**src/verilog/axi_ram_cmd_queue.sv**
```systemverilog
// Two-entry valid/ready queue, instantiated with the payload type it carries
`timescale 1ns/10ps

module axi_ram_cmd_queue #(
	parameter type payload_t = logic
) (
	input  logic     aclk,
	input  logic     aresetn,
	input  logic     in_valid,
	output logic     in_ready,
	input  payload_t in_data,
	output logic     out_valid,
	input  logic     out_ready,
	output payload_t out_data
);

	payload_t   slot [0:1];
	logic       wptr;
	logic       rptr;
	logic [1:0] count;
	logic       push;
	logic       pop;

	// Ready from occupancy only, no path from out_ready
	assign in_ready  = (count != 2'd2);
	assign out_valid = (count != 2'd0);
	assign out_data  = slot[rptr];

	assign push = in_valid && in_ready;
	assign pop  = out_valid && out_ready;

	always_ff @(posedge aclk or negedge aresetn) begin
		if (!aresetn) begin
			wptr  <= 1'b0;
			rptr  <= 1'b0;
			count <= 2'd0;
		end else begin
			if (push)
				wptr <= ~wptr;
			if (pop)
				rptr <= ~rptr;
			count <= count + {1'b0, push} - {1'b0, pop};
		end
	end

	always_ff @(posedge aclk) begin
		if (push)
			slot[wptr] <= in_data;
	end

endmodule

```
**config.mk**
```make
export PLATFORM = sky130hd
export DESIGN_NAME = axi_ram_cmd_queue
export DESIGN_NICKNAME = d
export VERILOG_FILES = /design/src/verilog/axi_ram_cmd_queue.sv
export SDC_FILE = /design/constraint.sdc
export NUM_CORES = 1
export LEC_CHECK = 0
export BUFFER_PORTS_ARGS = -buffer_cell sky130_fd_sc_hd__buf_2
export CORE_AREA = 2 2 39 41
export CTS_CLUSTER_DIAMETER = 80
export CTS_CLUSTER_SIZE = 30
export DETAILED_ROUTE_END_ITERATION = 8
export DIE_AREA = 0 0 41 43
export PLACE_DENSITY = 0.47
export SYNTH_ARGS = -nofsm -noshare
export SYNTH_HDL_FRONTEND = slang
export SYNTH_SLANG_ARGS = --single-unit
export TNS_END_PERCENT = 1
```
**constraint.sdc**
```tcl
create_clock -name aclk -period 1.75 [get_ports aclk]
set_input_delay 0.2625 -clock aclk [delete_from_list [all_inputs] [get_ports aclk]]
set_output_delay 0.2625 -clock aclk [all_outputs]
set_load 0.05 [all_outputs]
```
==> impl_results.md <==
* Critical path startpoint: count[1]
* Routed len/inst at 8.80 um
* Resized Gates After CTS at 0
* Die X at 41 um
* Area grow syn2layout at 38.4%
* Placement Rows at 14
* Area of the die at 1760 um^2
* Register clock-pin slew on the reported worst setup and hold paths at 0.05 ns
* TNS Setup at 0 ns
* Final wirelength at 431 um
* Max-cap violations at 0
* Initial antenna violation count at 0
* Area contributors post-synth: dfrtp_1 (37%), edfxtp_1 (22%), xnor2_1 (9.7%)
* Final Hold Fails at 0
* CTS root buf: clkbuf_4
* Final #Nets at 41
* Ys async rst share at 66.7%
* Worst slack, placed at 0.0998 ns
* Antenna cells at 0
* Core area at 1380 um^2
* Layout Skew at 0.00345 ns
* Setup-failing EPs final at 0
* Yosys warns at 0
* GP Congestion at 0.707
* Largest net degree at the start of global routing at 5
* Crit share post-route at 94.3%
* IO buf count at 7
* Drt drc at 0
* Starting Density at 19.5%
* Detailed-route via count at 176
* Final worst setup slack at 0.0992 ns
* Kind of critical path: flip-flop to flip-flop
* H-Tree Depth at 1
* Mapped Cells at 20
* Vias per cell at 3.59
* Commonest cells in the netlist: dfrtp_1 (4), xnor2_1 (3), edfxtp_1 (2), ha_1 (2)
* CTS Buf Count at 3
* Iteration-0 DRC Markers at 0
* HP Class: input port to flip-flop
* DRT antenna net count at 0
* Static Leak at 0.172 nW
* Post-synth top area cell: dfrtp_1
* Worst skew pair latency at 0.25 ns
* CP max FO at 2
* Sequential cell area fraction in the yosys report at 59.3%
* Relative slew slack at 83.4%
* Max-slew violations at 0
* Clk buf depth at 2
* DRT Pass-1 Iters at 1
* Post-synth cell types at 13
* FMAX at 606 MHz
* Gr ovfl total at 0
* Status: finished, final reports clean
* CP arrival at 1.82 ns
* WP data required at 1.92 ns
* Clock sinks at 6
* CP Capture Type: flip-flop
* Power per cell area at 2080 nW/um^2
* Vias in the first global route at 179
* Hold Crit Start: in_data
* Die H at 43 um
* Most common cell in the netlist: dfrtp_1
* Post-synth EDFFs at 2
* Setup repair bufs after CTS at 0
* Startpoint types: flip-flop
* Final min period at 1.65 ns
* Slew at the pin closest to its max-slew limit at 0.251 ns
* Post-cts hold buffer count at 1
* Layout cells sized above 1 at 45.5%
* Post-Syn Area at 270 um^2
* CTS tree: done
* Worst reg2reg startpoint: count[1]
* #FFs+latches synth at 6
* Ports at 8
* GRT Util Overall at 6.69%
* Most common flop cell mapped by yosys: dfrtp_1
* Post-synth top area share at 37.0%
* Worst vdd ir at 0.000420 V
* First-pass GRT wire length at 669 um
* Avg Inst Size Synth at 13.5 um^2
* Syn nets at 27
* RSZ-0062 raised after global routing: false
[critical path, cell delays in order (launching register included)]
cell	delay, ns
dfrtp_1	0.38
or2_4	0.25
and2_4	0.16
ha_1	0.26
inv_1	0.04
ha_1	0.18
xnor2_1	0.17
xnor2_1	0.14
[per-layer routing]
metal / vias to the layer above / share of wire (%) / GRT usage (%)
li1: 91 / - / -
met1: 82 / 40 / 6.62
met2: 3 / 52 / 7.81
met3: 0 / 7.2 / 3.14
met4: 0 / 0 / 10.0
met5: - / 0 / 0
[kinds of logic (layout without fill, tap and decap cells)]
logic type / count (synthesis) / count (layout) / share of synthesized area, %
buffers and inverters: 1 / 14 / 1.39
XOR/XNOR: 4 / 4 / 13.0
multiplexers: 1 / 1 / 4.17
AND/OR/NAND/NOR: 6 / 6 / 13.0
flip-flops: 6 / 6 / 59.3
adder cells (fa/ha/maj): 2 / 2 / 9.26
[stage by stage]
step                hold slack (ns)  cells  power [mW]  cell area, um^2  utilization, %
floorplan                   -0.0331     20       0.557              275               -
global placement             0.0733     44       0.633              338            24.4
detailed placement           0.0720     44       0.643              338            24.4
CTS                           0.195     49       0.791              374            27.0
global route                  0.190     49       0.838              374            27.0
finish                        0.204     49       0.780              374            27.0
[final cells by class]
| type | instances | area (um^2) |
|---|---|---|
| multi-input cells | 13 | 111 |
| inverters | 1 | 3.75 |
| flip-flops and latches | 6 | 160 |
| well taps | 16 | 20.0 |
| repair buffers | 9 | 52.6 |
| fillers | 145 | 1010 |
| clock buffers | 4 | 26.3 |
[where the power goes]
part	leakage [nW]	switching (mW)	internal, mW	total [mW]
Clock	0.0150	0.0556	0.0867	0.142
Sequential	0.0652	0.0368	0.211	0.248
Combinational	0.0914	0.227	0.163	0.390
Total	0.172	0.319	0.461	0.780
[cells in the final DEF (no fill, tap or decap)]
master	n
clkbuf_1	1
or2_4	1
clkbuf_4	3
buf_2	7
nor2_1	1
ha_1	2
xnor2_1	3
buf_4	1
nand2b_2	1
and2_4	1
inv_1	1
nand2_1	1
mux2_2	1
and3_1	1
dlygate4sd3_1	1
dfrtp_1	4
xor2_1	1
edfxtp_1	2
[state kept, by name, indices dropped and copies added, names as in the netlist]
signal,flops
wptr,1
count,2
rptr,1
slot,2
[path summary, 6_finish.rpt]
path,endpoint,slack (ns),cells after the start
min,slot[1],0.20,1
max,count[1],0.1,7
max reg2reg,count[1],0.1,7
max in group asynchronous,count[0],1.27,2
min in group asynchronous,wptr,0.36,2
min reg2reg,rptr,0.48,1
(Power assumes the default switching activity.)
