[src/verilog/axi_ram_settings.svh]
// Sizes of the AXI4 RAM; include this wherever bus or memory widths are needed
`ifndef AXI_RAM_SETTINGS_SVH
`define AXI_RAM_SETTINGS_SVH

// AXI ID width on AW, B, AR and R
`define AXI_RAM_ID_WIDTH 4

// Bus and memory word width
`define AXI_RAM_DATA_WIDTH 32
`define AXI_RAM_STRB_WIDTH (`AXI_RAM_DATA_WIDTH / 8)

// Memory size in words
`define AXI_RAM_DEPTH 1024

// Word index and byte address widths follow from the above
`define AXI_RAM_WORD_ADDR_WIDTH ($clog2(`AXI_RAM_DEPTH))
`define AXI_RAM_ADDR_WIDTH (`AXI_RAM_WORD_ADDR_WIDTH + $clog2(`AXI_RAM_STRB_WIDTH))

`endif
[src/verilog/axi_ram_pkg.sv]
// Types shared by the AXI4 RAM blocks; reference them as axi_ram_pkg::name
`include "axi_ram_settings.svh"

package axi_ram_pkg;

	// Transaction ID, also the payload of the write response queue
	typedef logic [`AXI_RAM_ID_WIDTH-1:0] id_t;

	// AXI response codes, only OKAY is ever returned
	typedef enum logic [1:0] {
		OKAY   = 2'b00,
		EXOKAY = 2'b01,
		SLVERR = 2'b10,
		DECERR = 2'b11
	} resp_t;

	// Queued burst command
	typedef struct packed {
		id_t                                 id;
		logic [`AXI_RAM_WORD_ADDR_WIDTH-1:0] index;
		// Beats minus one, as in AxLEN
		logic [7:0]                          len;
	} cmd_t;

endpackage

[src/verilog/axi_ram_write.sv]
// Write burst engine; takes AW commands, writes W beats to the bank, posts B IDs
`timescale 1ns/10ps
`include "axi_ram_settings.svh"

module axi_ram_write (
	input  logic                                aclk,
	input  logic                                aresetn,
	input  logic                                cmd_valid,
	output logic                                cmd_ready,
	input  axi_ram_pkg::cmd_t                   cmd,
	input  logic [`AXI_RAM_DATA_WIDTH-1:0]      wdata,
	input  logic [`AXI_RAM_STRB_WIDTH-1:0]      wstrb,
	input  logic                                wvalid,
	output logic                                wready,
	output logic                                mem_we,
	output logic [`AXI_RAM_STRB_WIDTH-1:0]      mem_be,
	output logic [`AXI_RAM_WORD_ADDR_WIDTH-1:0] mem_waddr,
	output logic [`AXI_RAM_DATA_WIDTH-1:0]      mem_wdata,
	output logic                                resp_valid,
	input  logic                                resp_ready,
	output axi_ram_pkg::id_t                    resp_id
);

	localparam int WAW = `AXI_RAM_WORD_ADDR_WIDTH;
	localparam logic [WAW-1:0] TOP_INDEX = WAW'(`AXI_RAM_DEPTH - 1);

	logic             busy;
	axi_ram_pkg::id_t id_q;
	logic [WAW-1:0]   index_q;
	logic [7:0]       remain_q;
	logic             beat;
	logic             last_beat;

	// Final beat waits for room in the B queue
	assign wready    = busy && ((remain_q != 8'd0) || resp_ready);
	assign beat      = wvalid && wready;
	assign last_beat = beat && (remain_q == 8'd0);
	assign cmd_ready = !busy;

	assign mem_we    = beat;
	assign mem_be    = wstrb;
	assign mem_waddr = index_q;
	assign mem_wdata = wdata;
	assign resp_id   = id_q;

	always_ff @(posedge aclk or negedge aresetn) begin
		if (!aresetn) begin
			busy       <= 1'b0;
			resp_valid <= 1'b0;
		end else begin
			// One-cycle push, room was checked on the last beat
			resp_valid <= last_beat;
			if (cmd_valid && cmd_ready)
				busy <= 1'b1;
			else if (last_beat)
				busy <= 1'b0;
		end
	end

	// Burst position, wraps at the top of memory
	always_ff @(posedge aclk) begin
		if (cmd_valid && cmd_ready) begin
			id_q     <= cmd.id;
			index_q  <= cmd.index;
			remain_q <= cmd.len;
		end else if (beat) begin
			index_q  <= (index_q == TOP_INDEX) ? '0 : index_q + WAW'(1);
			remain_q <= remain_q - 8'd1;
		end
	end

endmodule

[config.mk]
export PLATFORM = sky130hd
export DESIGN_NAME = axi_ram_write
export DESIGN_NICKNAME = d
export VERILOG_FILES = /design/src/verilog/axi_ram_pkg.sv /design/src/verilog/axi_ram_write.sv
export VERILOG_INCLUDE_DIRS = /design/src /design/src/verilog
export SDC_FILE = /design/constraint.sdc
export NUM_CORES = 1
export LEC_CHECK = 0
export BUFFER_PORTS_ARGS = -buffer_cell sky130_fd_sc_hd__buf_2
export CAP_MARGIN = 25
export CELL_PAD_IN_SITES_DETAIL_PLACEMENT = 1
export CELL_PAD_IN_SITES_GLOBAL_PLACEMENT = 2
export CORE_MARGIN = 2
export CORE_UTILIZATION = 21
export CTS_BUF_LIST = sky130_fd_sc_hd__clkbuf_4
export CTS_CLUSTER_DIAMETER = 200
export CTS_CLUSTER_SIZE = 8
export DETAILED_ROUTE_END_ITERATION = 7
export GPL_TIMING_DRIVEN = 0
export PLACE_DENSITY = 0.84
export SKIP_CTS_REPAIR_TIMING = 1
export SYNTH_ARGS = -nofsm -noshare
export SYNTH_HDL_FRONTEND = slang
export SYNTH_SLANG_ARGS = --single-unit
[constraint.sdc]
create_clock -name aclk -period 3.6 [get_ports aclk]
set_clock_uncertainty 0.15 [all_clocks]
set_input_delay 0 -clock aclk [delete_from_list [all_inputs] [get_ports aclk]]
set_output_delay 0 -clock aclk [all_outputs]
set_load 0.005 [all_outputs]
==> impl_metrics.yaml <==
outcome:
  status: "finished, final reports clean"
die:
  die_height_um: 89.15
  coreArea_mm2: 0.007137
  start_util: 0.2134
  num_rows: 31
  io_pins: 117
  die-width_um: 89.15
  dieArea_mm2: 0.007948
power_and_ir_drop:
  pwr-share-seq: 0.493
  power_density_mw_per_mm2: 301.8
  max-vdd-ir-drop_uv: 175.7
  net-switching-power_uw: 172.8
  power.leakage_nw: 1.062
  p_int_uw: 551.0
  pwr-share-comb: 0.232
  p_clk_frac: 0.275
  switching_share: 0.2388
synthesis:
  synth-seq-cells: 24
  netlist_instances: 156
  synth_cell_types: 29
  synth_edf_count: 22
  synthArstFlopShare: 0.08333
  syn_nets: 222
  ys.flop_type: "edfxtp_1"
  synth_adder_area_share: 0.02465
  synth_xor_xnor_area_share: 0.06902
  yosys.area_share.simple: 0.1569
  synth_warnings: 0
  yosysSeqAreaShare: 0.4667
  syn_avg_cell_area_um2: 9.761
  netlist_area_mm2: 0.001523
  synth_top_family_by_area: "buffers and inverters"
  synth_compound_area_frac: 0.08463
  synthMuxAreaShare: 0
sta:
  setup_tns_ns: 0
  post-route-period-util: 0.5888
  final_max_slew_viol_count: 0
  hold_viol_final: 0
  max_freq_mhz: 471.8
  relSlewSlack: 0.5311
  fin_crit_ns: 2.120
  timing_worst_slew_pin_value_ns: 0.7034
  finalSetupViolations: 0
  rsz0062_at_grt: "false"
drt:
  drt_wl_total_um: 4350
  via_count: 1497
  viasPerCell: 4.068
  wl_per_cell_um: 11.82
  drcViolationCount: 0
  antenna_left: 0
  dr.pass1.iters: 4
  drt_iter0_drc: 40
final_layout:
  mostFrequentLayoutCells: "buf_2 (81), buf_4 (36), dlygate4sd3_1 (28)"
  final_common_cell: "buf_2"
  fin_cells: 368
  postLayoutCoreUtil: 0.3361
  drive_above_1_share: 0.4684
  antenna_cells: 0
  areaGrowthSynthToFinish_pct: 57.52
  num-nets-final: 336
  multiInputGateArea_um2: 514.2
  fill_cells: 874
  seqCellArea_um2: 710.7
setup_path:
  crit_chain: "nor4_1 -> and3_1 -> nand2_1 -> o22a_1 -> dlygate4sd3_1"
  r2r_setup_slack_ns: 1.48
  worst_ep_arrival_time_ns: 2.20
  critPathMaxFanout: 4
  crit_slowest_cell: "dlygate4sd3_1"
  crit_start: "remain_q[4]$_DFFE_PP_"
  worstPathRequired_ns: 3.68
  cp-start-kind: "register"
  setup.worst_path.end: "busy$_DFFE_PN0P_"
  crit_type: "reg2reg"
  cp-end-kind: "register"
  cpPeakStageDelay_ns: 0.55
  r2r-end: "busy$_DFFE_PN0P_"
  reg2reg_depth: 5
  r2r_start: "remain_q[4]$_DFFE_PP_"
clocking:
  insertion_delay_ns: 0.33
  clock_path_buffers: 2
  cts_sinks: 24
  cts.htree.levels: 1
  tritoncts: "built"
  cts_made_buffers: 3
  cts.clk_slew.worst_paths_ns: 0.15
  cts-root-buf: "clkbuf_4"
place:
  port_buffers: 80
  globalplace.congestion: 0.7449
  hpwlAfterDp_um: 3225
  placed_cells: 336
grt:
  track_usage: 0.09110
  first_global_vias: 1251
  overflow: 0
  grt_pass1_wl_um: 5568
  antenna_found_initial: 0
  grt_max_degree: 19
hold_path:
  hp-class: "in2out"
job:
  maxCapViolations: 0
## state kept, by name, summed over array words and instances (netlist names)
signal and flops:
resp_valid 1, busy 1, mem_waddr 10, remain_q 8, resp_id 4
## layer usage
layer,vias to the layer above,global-route usage,part of all wire
met1,710,0.1042,0.39
li1,729,-,-
met5,-,0,0
met2,56,0.1724,0.54
met4,0,0.008141,0.0021
met3,2,0.02770,0.065
## worst max-delay path: cells and delay by family (launching register included)
kind                   cells  cell delay, ns
buffers and inverters      1            0.55
AND/OR/NAND/NOR            3            0.72
flip-flops                 1            0.46
AO/OA/AOI/OAI              1            0.16
## cells in the mapped netlist (2+ instances only)
cell type	count	area [µm²]
a211oi_1	3	22.52
a31oi_1	2	12.51
buf_4	36	270.3
clkbuf_1	3	11.26
dfrtp_1	2	50.05
edfxtp_1	22	660.6
ha_1	3	37.54
inv_1	3	11.26
nand2_1	20	75.07
nand2b_1	2	12.51
nand3_1	4	20.02
nand4_1	2	12.51
nor2_1	13	48.80
nor3_1	2	10.01
nor4_1	2	12.51
o21ai_0	14	70.07
xnor2_1	5	43.79
xor2_1	7	61.31
## stage by stage
stage               setup slack (ns)  hold WS, ns  power (mW)  cell area, µm²
finish                         1.480      0.01495      0.7238            2399
global route                   1.366      0.02186      0.7679            2399
CTS                            1.468      -0.7420      0.7096            2118
detailed placement             1.491      -0.3635      0.5096            2066
global placement             0.09785      -0.3639      0.5001            2047
floorplan                     0.8449      -0.4456      0.4431            1523
## power by group through the flow
stage               clock, mW  combinational (mW)  sequential, mW
floorplan                   0              0.0838           0.359
global placement            0               0.139           0.362
detailed placement          0               0.147           0.363
CTS                     0.206               0.147           0.357
global route            0.218               0.189           0.361
finish                  0.199               0.168           0.357
## layout make-up
cell class	count	share of cell area
flip-flops and latches	24	0.2963
inverters	4	0.006260
multi-input cells	88	0.2144
clock inverters	1	0.01252
repair buffers	109	0.2900
well taps	99	0.05164
plain buffers	40	0.1195
clock buffers	3	0.009390
## logic make-up (layout without fill, tap and decap cells)
group | Yosys count | in the layout
and+or+nand+nor | 51 | 51
buffers and inverters | 44 | 157
DFF | 24 | 24
AOI/OAI and AO/OA | 22 | 22
xor gates and xnor gates | 12 | 12
adders and majority gates | 3 | 3
## worst min-delay path by stage
| stage | from | endpoint | cells after the start |
|---|---|---|---|
| finish | wdata[9] | mem_wdata[9] | 2 |
| global route | wdata[17] | mem_wdata[17] | 2 |
| CTS | aresetn | resp_valid$_DFF_PN0_ | 1 |
| detailed placement | aresetn | resp_valid$_DFF_PN0_ | 1 |
| global placement | aresetn | resp_valid$_DFF_PN0_ | 1 |
| floorplan | aresetn | busy$_DFFE_PN0P_ | 0 |
No activity file was read; power rests on OpenSTA's default activity.
