===== config.mk =====
export PLATFORM = sky130hd
export DESIGN_NAME = axi_ram_read
export DESIGN_NICKNAME = d
export VERILOG_FILES = /design/src/verilog/axi_ram_pkg.sv /design/src/verilog/axi_ram_read.sv
export VERILOG_INCLUDE_DIRS = /design/src /design/src/verilog
export SDC_FILE = /design/constraint.sdc
export NUM_CORES = 1
export LEC_CHECK = 0
export ABC_AREA = 1
export BUFFER_PORTS_ARGS = -buffer_cell sky130_fd_sc_hd__buf_2
export CAP_MARGIN = 0
export CORE_ASPECT_RATIO = 0.7
export CORE_UTILIZATION = 50
export CTS_BUF_LIST = sky130_fd_sc_hd__clkbuf_16
export CTS_CLUSTER_DIAMETER = 30
export DETAILED_ROUTE_END_ITERATION = 12
export PLACE_DENSITY = 0.75
export RECOVER_POWER = 25
export SLEW_MARGIN = 10
export SYNTH_ARGS = -nofsm -noshare
export SYNTH_HDL_FRONTEND = slang
export SYNTH_SLANG_ARGS = --single-unit

===== constraint.sdc =====
create_clock -name aclk -period 7.3 [get_ports aclk]
set_input_delay 1.46 -clock aclk [delete_from_list [all_inputs] [get_ports aclk]]
set_output_delay 1.46 -clock aclk [all_outputs]
set_load 0.02 [all_outputs]

===== src/verilog/axi_ram_settings.svh =====
// Sizes of the AXI4 RAM; include this wherever bus or memory widths are needed
`ifndef AXI_RAM_SETTINGS_SVH
`define AXI_RAM_SETTINGS_SVH

// AXI ID width on AW, B, AR and R
`define AXI_RAM_ID_WIDTH 4

// Bus and memory word width
`define AXI_RAM_DATA_WIDTH 32
`define AXI_RAM_STRB_WIDTH (`AXI_RAM_DATA_WIDTH / 8)

// Memory size in words
`define AXI_RAM_DEPTH 1024

// Word index and byte address widths follow from the above
`define AXI_RAM_WORD_ADDR_WIDTH ($clog2(`AXI_RAM_DEPTH))
`define AXI_RAM_ADDR_WIDTH (`AXI_RAM_WORD_ADDR_WIDTH + $clog2(`AXI_RAM_STRB_WIDTH))

`endif

===== src/verilog/axi_ram_pkg.sv =====
// Types shared by the AXI4 RAM blocks; reference them as axi_ram_pkg::name
`include "axi_ram_settings.svh"

package axi_ram_pkg;

	// Transaction ID, also the payload of the write response queue
	typedef logic [`AXI_RAM_ID_WIDTH-1:0] id_t;

	// AXI response codes, only OKAY is ever returned
	typedef enum logic [1:0] {
		OKAY   = 2'b00,
		EXOKAY = 2'b01,
		SLVERR = 2'b10,
		DECERR = 2'b11
	} resp_t;

	// Queued burst command
	typedef struct packed {
		id_t                                 id;
		logic [`AXI_RAM_WORD_ADDR_WIDTH-1:0] index;
		// Beats minus one, as in AxLEN
		logic [7:0]                          len;
	} cmd_t;

endpackage


===== src/verilog/axi_ram_read.sv =====
// Read burst engine; issues bank reads under a credit of two and drives the R channel
`timescale 1ns/10ps
`include "axi_ram_settings.svh"

module axi_ram_read (
	input  logic                                aclk,
	input  logic                                aresetn,
	input  logic                                cmd_valid,
	output logic                                cmd_ready,
	input  axi_ram_pkg::cmd_t                   cmd,
	output logic                                mem_re,
	output logic [`AXI_RAM_WORD_ADDR_WIDTH-1:0] mem_raddr,
	input  logic [`AXI_RAM_DATA_WIDTH-1:0]      mem_rdata,
	output axi_ram_pkg::id_t                    rid,
	output logic [`AXI_RAM_DATA_WIDTH-1:0]      rdata,
	output logic                                rlast,
	output logic                                rvalid,
	input  logic                                rready
);

	localparam int WAW = `AXI_RAM_WORD_ADDR_WIDTH;
	localparam logic [WAW-1:0] TOP_INDEX = WAW'(`AXI_RAM_DEPTH - 1);

	logic                           active;
	axi_ram_pkg::id_t               id_q;
	logic [WAW-1:0]                 index_q;
	logic [7:0]                     remain_q;
	logic                           issue;
	logic                           issue_last;
	logic                           take;
	logic                           pop;

	// Tag of the read in flight through the bank
	logic                           rd_pend;
	axi_ram_pkg::id_t               rd_id;
	logic                           rd_last;

	logic [`AXI_RAM_DATA_WIDTH-1:0] buf_data [0:1];
	axi_ram_pkg::id_t               buf_id [0:1];
	logic                           buf_last [0:1];
	logic                           buf_wptr;
	logic                           buf_rptr;
	logic [1:0]                     buf_cnt;
	logic [1:0]                     held;

	////////////////////////////////////////////////////////////
	// Issue side

	// Beats in the buffer plus the one on its way
	assign held       = buf_cnt + {1'b0, rd_pend};
	assign pop        = rvalid && rready;
	assign issue      = active && ((held != 2'd2) || pop);
	assign issue_last = issue && (remain_q == 8'd0);
	// Next burst loads as the current one issues its last read
	assign cmd_ready  = !active || issue_last;
	assign take       = cmd_valid && cmd_ready;
	assign mem_re     = issue;
	assign mem_raddr  = index_q;

	always_ff @(posedge aclk or negedge aresetn) begin
		if (!aresetn) begin
			active   <= 1'b0;
			rd_pend  <= 1'b0;
			buf_wptr <= 1'b0;
			buf_rptr <= 1'b0;
			buf_cnt  <= 2'd0;
		end else begin
			rd_pend <= issue;
			if (take)
				active <= 1'b1;
			else if (issue_last)
				active <= 1'b0;
			if (rd_pend)
				buf_wptr <= ~buf_wptr;
			if (pop)
				buf_rptr <= ~buf_rptr;
			buf_cnt <= buf_cnt + {1'b0, rd_pend} - {1'b0, pop};
		end
	end

	always_ff @(posedge aclk) begin
		if (take) begin
			id_q     <= cmd.id;
			index_q  <= cmd.index;
			remain_q <= cmd.len;
		end else if (issue) begin
			index_q  <= (index_q == TOP_INDEX) ? '0 : index_q + WAW'(1);
			remain_q <= remain_q - 8'd1;
		end
		if (issue) begin
			rd_id   <= id_q;
			rd_last <= (remain_q == 8'd0);
		end
		if (rd_pend) begin
			buf_data[buf_wptr] <= mem_rdata;
			buf_id[buf_wptr]   <= rd_id;
			buf_last[buf_wptr] <= rd_last;
		end
	end

	////////////////////////////////////////////////////////////
	// R channel, head of the output buffer
	assign rvalid = (buf_cnt != 2'd0);
	assign rdata  = buf_data[buf_rptr];
	assign rid    = buf_id[buf_rptr];
	assign rlast  = rvalid && buf_last[buf_rptr];

endmodule


==> impl_metrics.tcl, run 1 <==
set metrics [dict create \
    start_util_pct 52.5 \
    min_period_ns 3.74 \
    drive_gt1_share_pct 27.0 \
    fin_crit_sh_pct 51.2 \
    grt_setup_unrepaired "no" \
    finalMaxSlewViolations 0 \
    critPathRequiredTime_ns 5.84 \
    routed_wl_mm 8.31 \
    wl_met2_mm 4.18 \
    wl_met3_um 448 \
    num_vias 3033 \
    clock_sinks 107 \
    die_area_um2 9410 \
    overflow 0 \
    row_count 28 \
    cts_setup_buffers 0 \
    avgSynthCellArea_um2 11.4 \
    fin_cells 627 \
    io_pins 108 \
    grt_pass1_vias 2696 \
    path_max_fanout 21 \
    powerDensity_nw_per_um2 495 \
    synth_area_um2 4510 \
    syn_nets 458 \
    antenna_found_initial 0 \
    cts.repair.resized 0 \
    htree_levels 3 \
    finalNetCount 565 \
    holdBufCountCts 0 \
    syn2layout_area_growth_pct 19.7 \
    finalSetupViolCount 0 \
    critical_path.startpoint_type "input port" \
    ys_warn_count 0 \
    die_y_um 81.5 \
    top_layer_used "met4" \
    synth-seq-cells 107 \
    core_area_um2 8580 \
    worst_slew_pin_slew_ns 1.08 \
    grt_max_degree 39 \
    wl_per_cell_um 13.2 \
    first_pass_iters 6 \
    detail-route-antenna-nets 0 \
    ir_worst_vdd_uv 246 \
    cts_tree "built" \
    skew_ns 0.00590 \
    relSlewSlack_pct 27.5 \
    synth_cell_type_count 24 \
    place_congestion 0.811 \
    p_leak_nw 2.47 \
    final_cell_mix "165 x nand2_1, 101 x edfxtp_1, 101 x buf_2, 30 x inv_1, 26 x nand3_1" \
    maxCapViolCount 0 \
    dieWidth_um 116 \
    clk_pin_slew_ns 0.07 \
    cts_inserted_buffers 9 \
    pre_cts_ws_ns 3.57 \
    hold_class "reg -> reg" \
    drt_iter0_drc 170 \
    synth_edf_count 101 \
    crit_type "in -> out" \
    cp-end-kind "output pin" \
    placed_cells 611 \
    met1_length_mm 3.59 \
    final_common_cell "nand2_1" \
    grt_pass1_wl_mm 12.7 \
    n_antenna_cell 0 \
    ys_seq_area_share_pct 70.6 \
    hold_violations 0 \
    port-buffer-count 107 \
    viasPerCell 4.84 \
    dp_hpwl_mm 5.57 \
    setup_ws_ns 3.56 \
    tns_ns 0 \
    async_flop_share_pct 5.61 \
    synthCells 395 \
    cts-root-buf "clkbuf_16" \
    arrival_ns 2.28 \
    clk_latency_ns 0.34 \
    max_freq_mhz 268 \
    clock_path_buffers 2 \
    grt_usage_pct 18.1 \
    synth_flop_cell "edfxtp_1" \
    drc 0 \
    status "finished clean" \
]
-- critical path, stage by stage --
cell	delay, ns
buf_2	0.11
o21ai_2	0.08
nand3_1	0.15
nand2_2	0.10
nand2_4	0.16
buf_2	0.22
-- final cells by class --
| class | count | area (µm²) |
|---|---|---|
| Clock buffer | 9 | 225 |
| Clock inverter | 7 | 52.6 |
| Fill cell | 651 | 3180 |
| Inverter | 30 | 113 |
| Multi-Input combinational cell | 244 | 1120 |
| Sequential cell | 107 | 3180 |
| Tap cell | 120 | 150 |
| Timing Repair Buffer | 110 | 551 |
-- per-layer routing --
metal / vias to the layer above / track usage (%)
met2: 87 / 30.8
met1: 1426 / 22.8
met3: 7 / 4.50
li1: 1513 / -
met5: - / 0
met4: 0 / 6.88
-- Yosys cell counts, types with 2 or more instances --
library cell | instances | area, µm²
nand3_1 | 26 | 130
o21ai_0 | 2 | 10.0
inv_1 | 30 | 113
ha_1 | 5 | 62.6
nor2_1 | 14 | 52.6
edfxtp_1 | 101 | 3030
nand2_4 | 2 | 22.5
a21oi_1 | 2 | 10.0
clkbuf_1 | 4 | 15.0
buf_1 | 3 | 11.3
nand2_2 | 11 | 68.8
xor2_1 | 10 | 87.6
buf_6 | 4 | 45.0
buf_2 | 2 | 10.0
dfrtp_1 | 6 | 150
nand2_1 | 165 | 619
-- per-stage QoR --
step	power, mW	util (%)	hold WS (ns)	cell area, µm²
6_report	2.67	62.9	0.425	5400
2_1_floorplan	1.91	-	0.400	4510
3_5_place_dp	2.25	59.8	0.408	5140
5_1_grt	2.86	62.9	0.430	5400
3_3_place_gp	2.21	59.8	0.400	5140
4_1_cts	2.70	63.1	0.425	5410
-- power by group --
part           internal, mW  switching [mW]  total (mW)
sequential             1.03           0.104        1.14
combinational         0.317           0.776        1.09
clock                 0.234           0.211       0.445
-- kinds of logic after synthesis --
group	Yosys count	synth area share, %
AO/OA/AOI/OAI	6	0.805
buffers and inverters	44	4.47
AND/OR/NAND/NOR	222	20.6
adder cells (fa/ha/maj)	5	1.39
flip-flops	107	70.6
XOR/XNOR	11	2.14
-- state kept, by name (all words and copies together), names as in the netlist --
name	count
id_q	4
buf_id	8
buf_wptr	1
rd_last	1
active	1
buf_last	2
buf_data	64
buf_cnt	2
rd_pend	1
remain_q	8
rd_id	4
buf_rptr	1
mem_raddr	10
-- path summary, 6_finish.rpt --
check                      cells past startpoint  slack (ns)                   from               endpoint
max                                            6        3.56                 rready              cmd_ready
min                                            0        0.42      id_q[0]$_DFFE_PP_     rd_id[0]$_DFFE_PP_
max reg2reg                                    8        4.71  remain_q[0]$_DFFE_PP_  remain_q[7]$_DFFE_PP_
min reg2reg                                    0        0.42      id_q[0]$_DFFE_PP_     rd_id[0]$_DFFE_PP_
max in group asynchronous                      1        6.05                aresetn   buf_cnt[0]$_DFF_PN0_
min in group asynchronous                      1        0.99                aresetn   buf_rptr$_DFFE_PN0P_
Note: power is estimated with default switching activity, not from simulation.
==> run 2, diff against run 1 <==
--- a/config.mk
+++ b/config.mk
@@ -10,11 +10,11 @@
 export BUFFER_PORTS_ARGS = -buffer_cell sky130_fd_sc_hd__buf_2
 export CAP_MARGIN = 0
 export CORE_ASPECT_RATIO = 0.7
-export CORE_UTILIZATION = 50
+export CORE_UTILIZATION = 48
 export CTS_BUF_LIST = sky130_fd_sc_hd__clkbuf_16
 export CTS_CLUSTER_DIAMETER = 30
 export DETAILED_ROUTE_END_ITERATION = 12
-export PLACE_DENSITY = 0.75
+export PLACE_DENSITY = 0.76
 export RECOVER_POWER = 25
 export SLEW_MARGIN = 10
 export SYNTH_ARGS = -nofsm -noshare
==> constraint.sdc (replaced) <==
create_clock -name aclk -period 3.1 [get_ports aclk]
set_input_delay 0.62 -clock aclk [delete_from_list [all_inputs] [get_ports aclk]]
set_output_delay 0.62 -clock aclk [all_outputs]
set_load 0.02 [all_outputs]
==> run 2 against run 1 <==
- die area rose by 4.1%
- combinational power rose by 140%
- worst setup slack got worse by 2.9 ns
- clock power rose by 140%
- clock skew fell by 0.00092 ns
- utilization fell by 3.2 points
- non-clock buffer count rose by 3
- final cell count rose by 1.1%
- via count fell by 1.1%
- largest power group unchanged
==> impl_metrics.tcl, run 2 (synthesized netlist as in run 1, its figures left out) <==
set metrics [dict create \
    status "finished clean" \
    grt_usage_pct 17.8 \
    final_common_cell "nand2_1" \
    cts-root-buf "clkbuf_16" \
    skew_ns 0.00499 \
    crit_path_start "remain_q[0]$_DFFE_PP_" \
    n_antenna_cell 0 \
    path_buf_inv 3 \
    cts_inserted_buffers 9 \
    num-fill-cells 767 \
    num_vias 2999 \
    critical-path-top-delay-family "buffers and inverters" \
    clk_latency_ns 0.33 \
    fin_crit_sh_pct 79.2 \
    clock_path_buffers 2 \
    cts_setup_buffers 0 \
    critPathMaxStageDelay_ns 0.36 \
    antenna_found_initial 0 \
    clk_pin_slew_ns 0.07 \
    die_y_um 83.1 \
    p_leak_nw 2.49 \
    min_period_ns 2.45 \
    port-buffer-count 107 \
    die_area_um2 9790 \
    powerDensity_nw_per_um2 1170 \
    reg2reg_slack_ns 0.81 \
    viasPerCell 4.73 \
    drive_gt1_share_pct 26.1 \
    core_area_um2 9110 \
    grt_max_degree 38 \
    maxCapViolCount 0 \
    clock_sinks 107 \
    path_max_fanout 20 \
    worst_slew_pin_slew_ns 0.756 \
    hold_violations 0 \
    drc 0 \
    grt_setup_unrepaired "no" \
    grt_pass1_vias 2969 \
    netSwitchingPower_mw 2.53 \
    finalMaxSlewViolations 0 \
    first_pass_iters 4 \
    seqPwrFrac_pct 41.9 \
    start_util_pct 49.5 \
    max_freq_mhz 407 \
    cts.repair.resized 0 \
    syn2layout_area_growth_pct 20.5 \
    ir_worst_vdd_uv 566 \
    holdBufCountCts 0 \
    relSlewSlack_pct 49.5 \
    path_cells "inv_1, ha_1, nand3_1, nor2_4, nand2_2, nand2_4, buf_4, buf_2" \
    report.power.total_mw 6.35 \
    final_cell_mix "165 x nand2_1, 101 x edfxtp_1, 96 x buf_2, 32 x inv_1, 26 x nand3_1" \
    cts_tree "built" \
    critPathRequiredTime_ns 2.48 \
    switching_share_pct 39.9 \
    detail-route-antenna-nets 0 \
    r2r-start "rd_pend$_DFF_PN0_" \
    arrival_ns 1.83 \
    top_register "buf_data" \
    htree_levels 3 \
    cp-end-kind "output pin" \
    largest_register_ffs 64 \
    clkPwrFrac_pct 16.9 \
    hold_class "in -> async" \
    drt_iter0_drc 155 \
    io_pins 108 \
    finalNetCount 568 \
    place_congestion 0.769 \
    overflow 0 \
    internal_power_mw 3.82 \
    critical_path.startpoint_type "flop" \
    tns_ns 0 \
    pwr-share-comb_pct 41.2 \
    crit_type "reg -> out" \
    grt_pass1_wl_mm 13.5 \
    wl_per_cell_um 12.6 \
    row_count 29 \
    finalSetupViolCount 0 \
    routed_wl_mm 8.02 \
    dp_hpwl_mm 5.60 \
    crit_slowest_cell "edfxtp_1" \
    dieWidth_um 118 \
]
## run 2: cell types whose count changed in the layout (fill, tap and decap cells not counted), sizes merged
cell      change
buf           -2
clkinv        -1
bufinv        +1
clkbuf        +5
inv           +1
clkinvlp      -1
## run 2: power by group through the flow
stage / registers (mW) / clock network, mW / logic [mW]
CTS: 2.67 / 1.10 / 2.66
detailed placement: 2.70 / 0 / 2.65
global route: 2.73 / 1.15 / 2.93
finish: 2.66 / 1.07 / 2.61
floorplan: 2.74 / 0 / 1.77
global placement: 2.67 / 0 / 2.59
## run 2: worst register-to-register path: cells and delay by family, from the launching register on
family | cells | cell delay [ns]
simple gates | 7 | 1.15
buf+inv | 1 | 0.07
flops | 1 | 0.41
fa+ha+maj | 1 | 0.23
## run 2: final timing paths
kind,cells after the start,end
setup / recovery,8,cmd_ready
hold / removal,1,active$_DFFE_PN0P_
setup reg to reg,9,mem_raddr[7]$_DFFE_PP_
hold reg to reg,0,rd_id[3]$_DFFE_PP_
max in group asynchronous,1,buf_rptr$_DFFE_PN0P_
min in group aclk,0,rd_id[3]$_DFFE_PP_
## run 2: metal layers
metal | GRT usage, % | part of all wire [%] | routed length (µm)
met1 | 22.6 | 45 | 3590
met2 | 29.4 | 48 | 3870
met3 | 5.36 | 5.6 | 448
met4 | 5.59 | 1.4 | 116
met5 | 0 | 0 | 0
## run 2: final cells by class
type,instances,area (µm²),share of cell area (%)
Multi-Input combinational cell,244,1130,20.8
Tap cell,124,155,2.85
Timing Repair Buffer,113,567,10.4
Sequential cell,107,3180,58.6
Inverter,30,113,2.07
Clock inverter,7,60.1,1.10
Clock buffer,9,225,4.14
## run 2: stage by stage
stage	hold WS [ns]	util (%)	instances	worst slack (ns)	area, µm²
after floorplan	0.324	-	395	0.672	4510
after global placement	0.404	56.7	618	0.851	5160
after detailed placement	0.405	56.7	618	0.784	5160
after CTS	0.0874	59.8	634	0.625	5450
after global routing	0.160	59.7	634	0.512	5440
final	0.167	59.7	634	0.646	5440
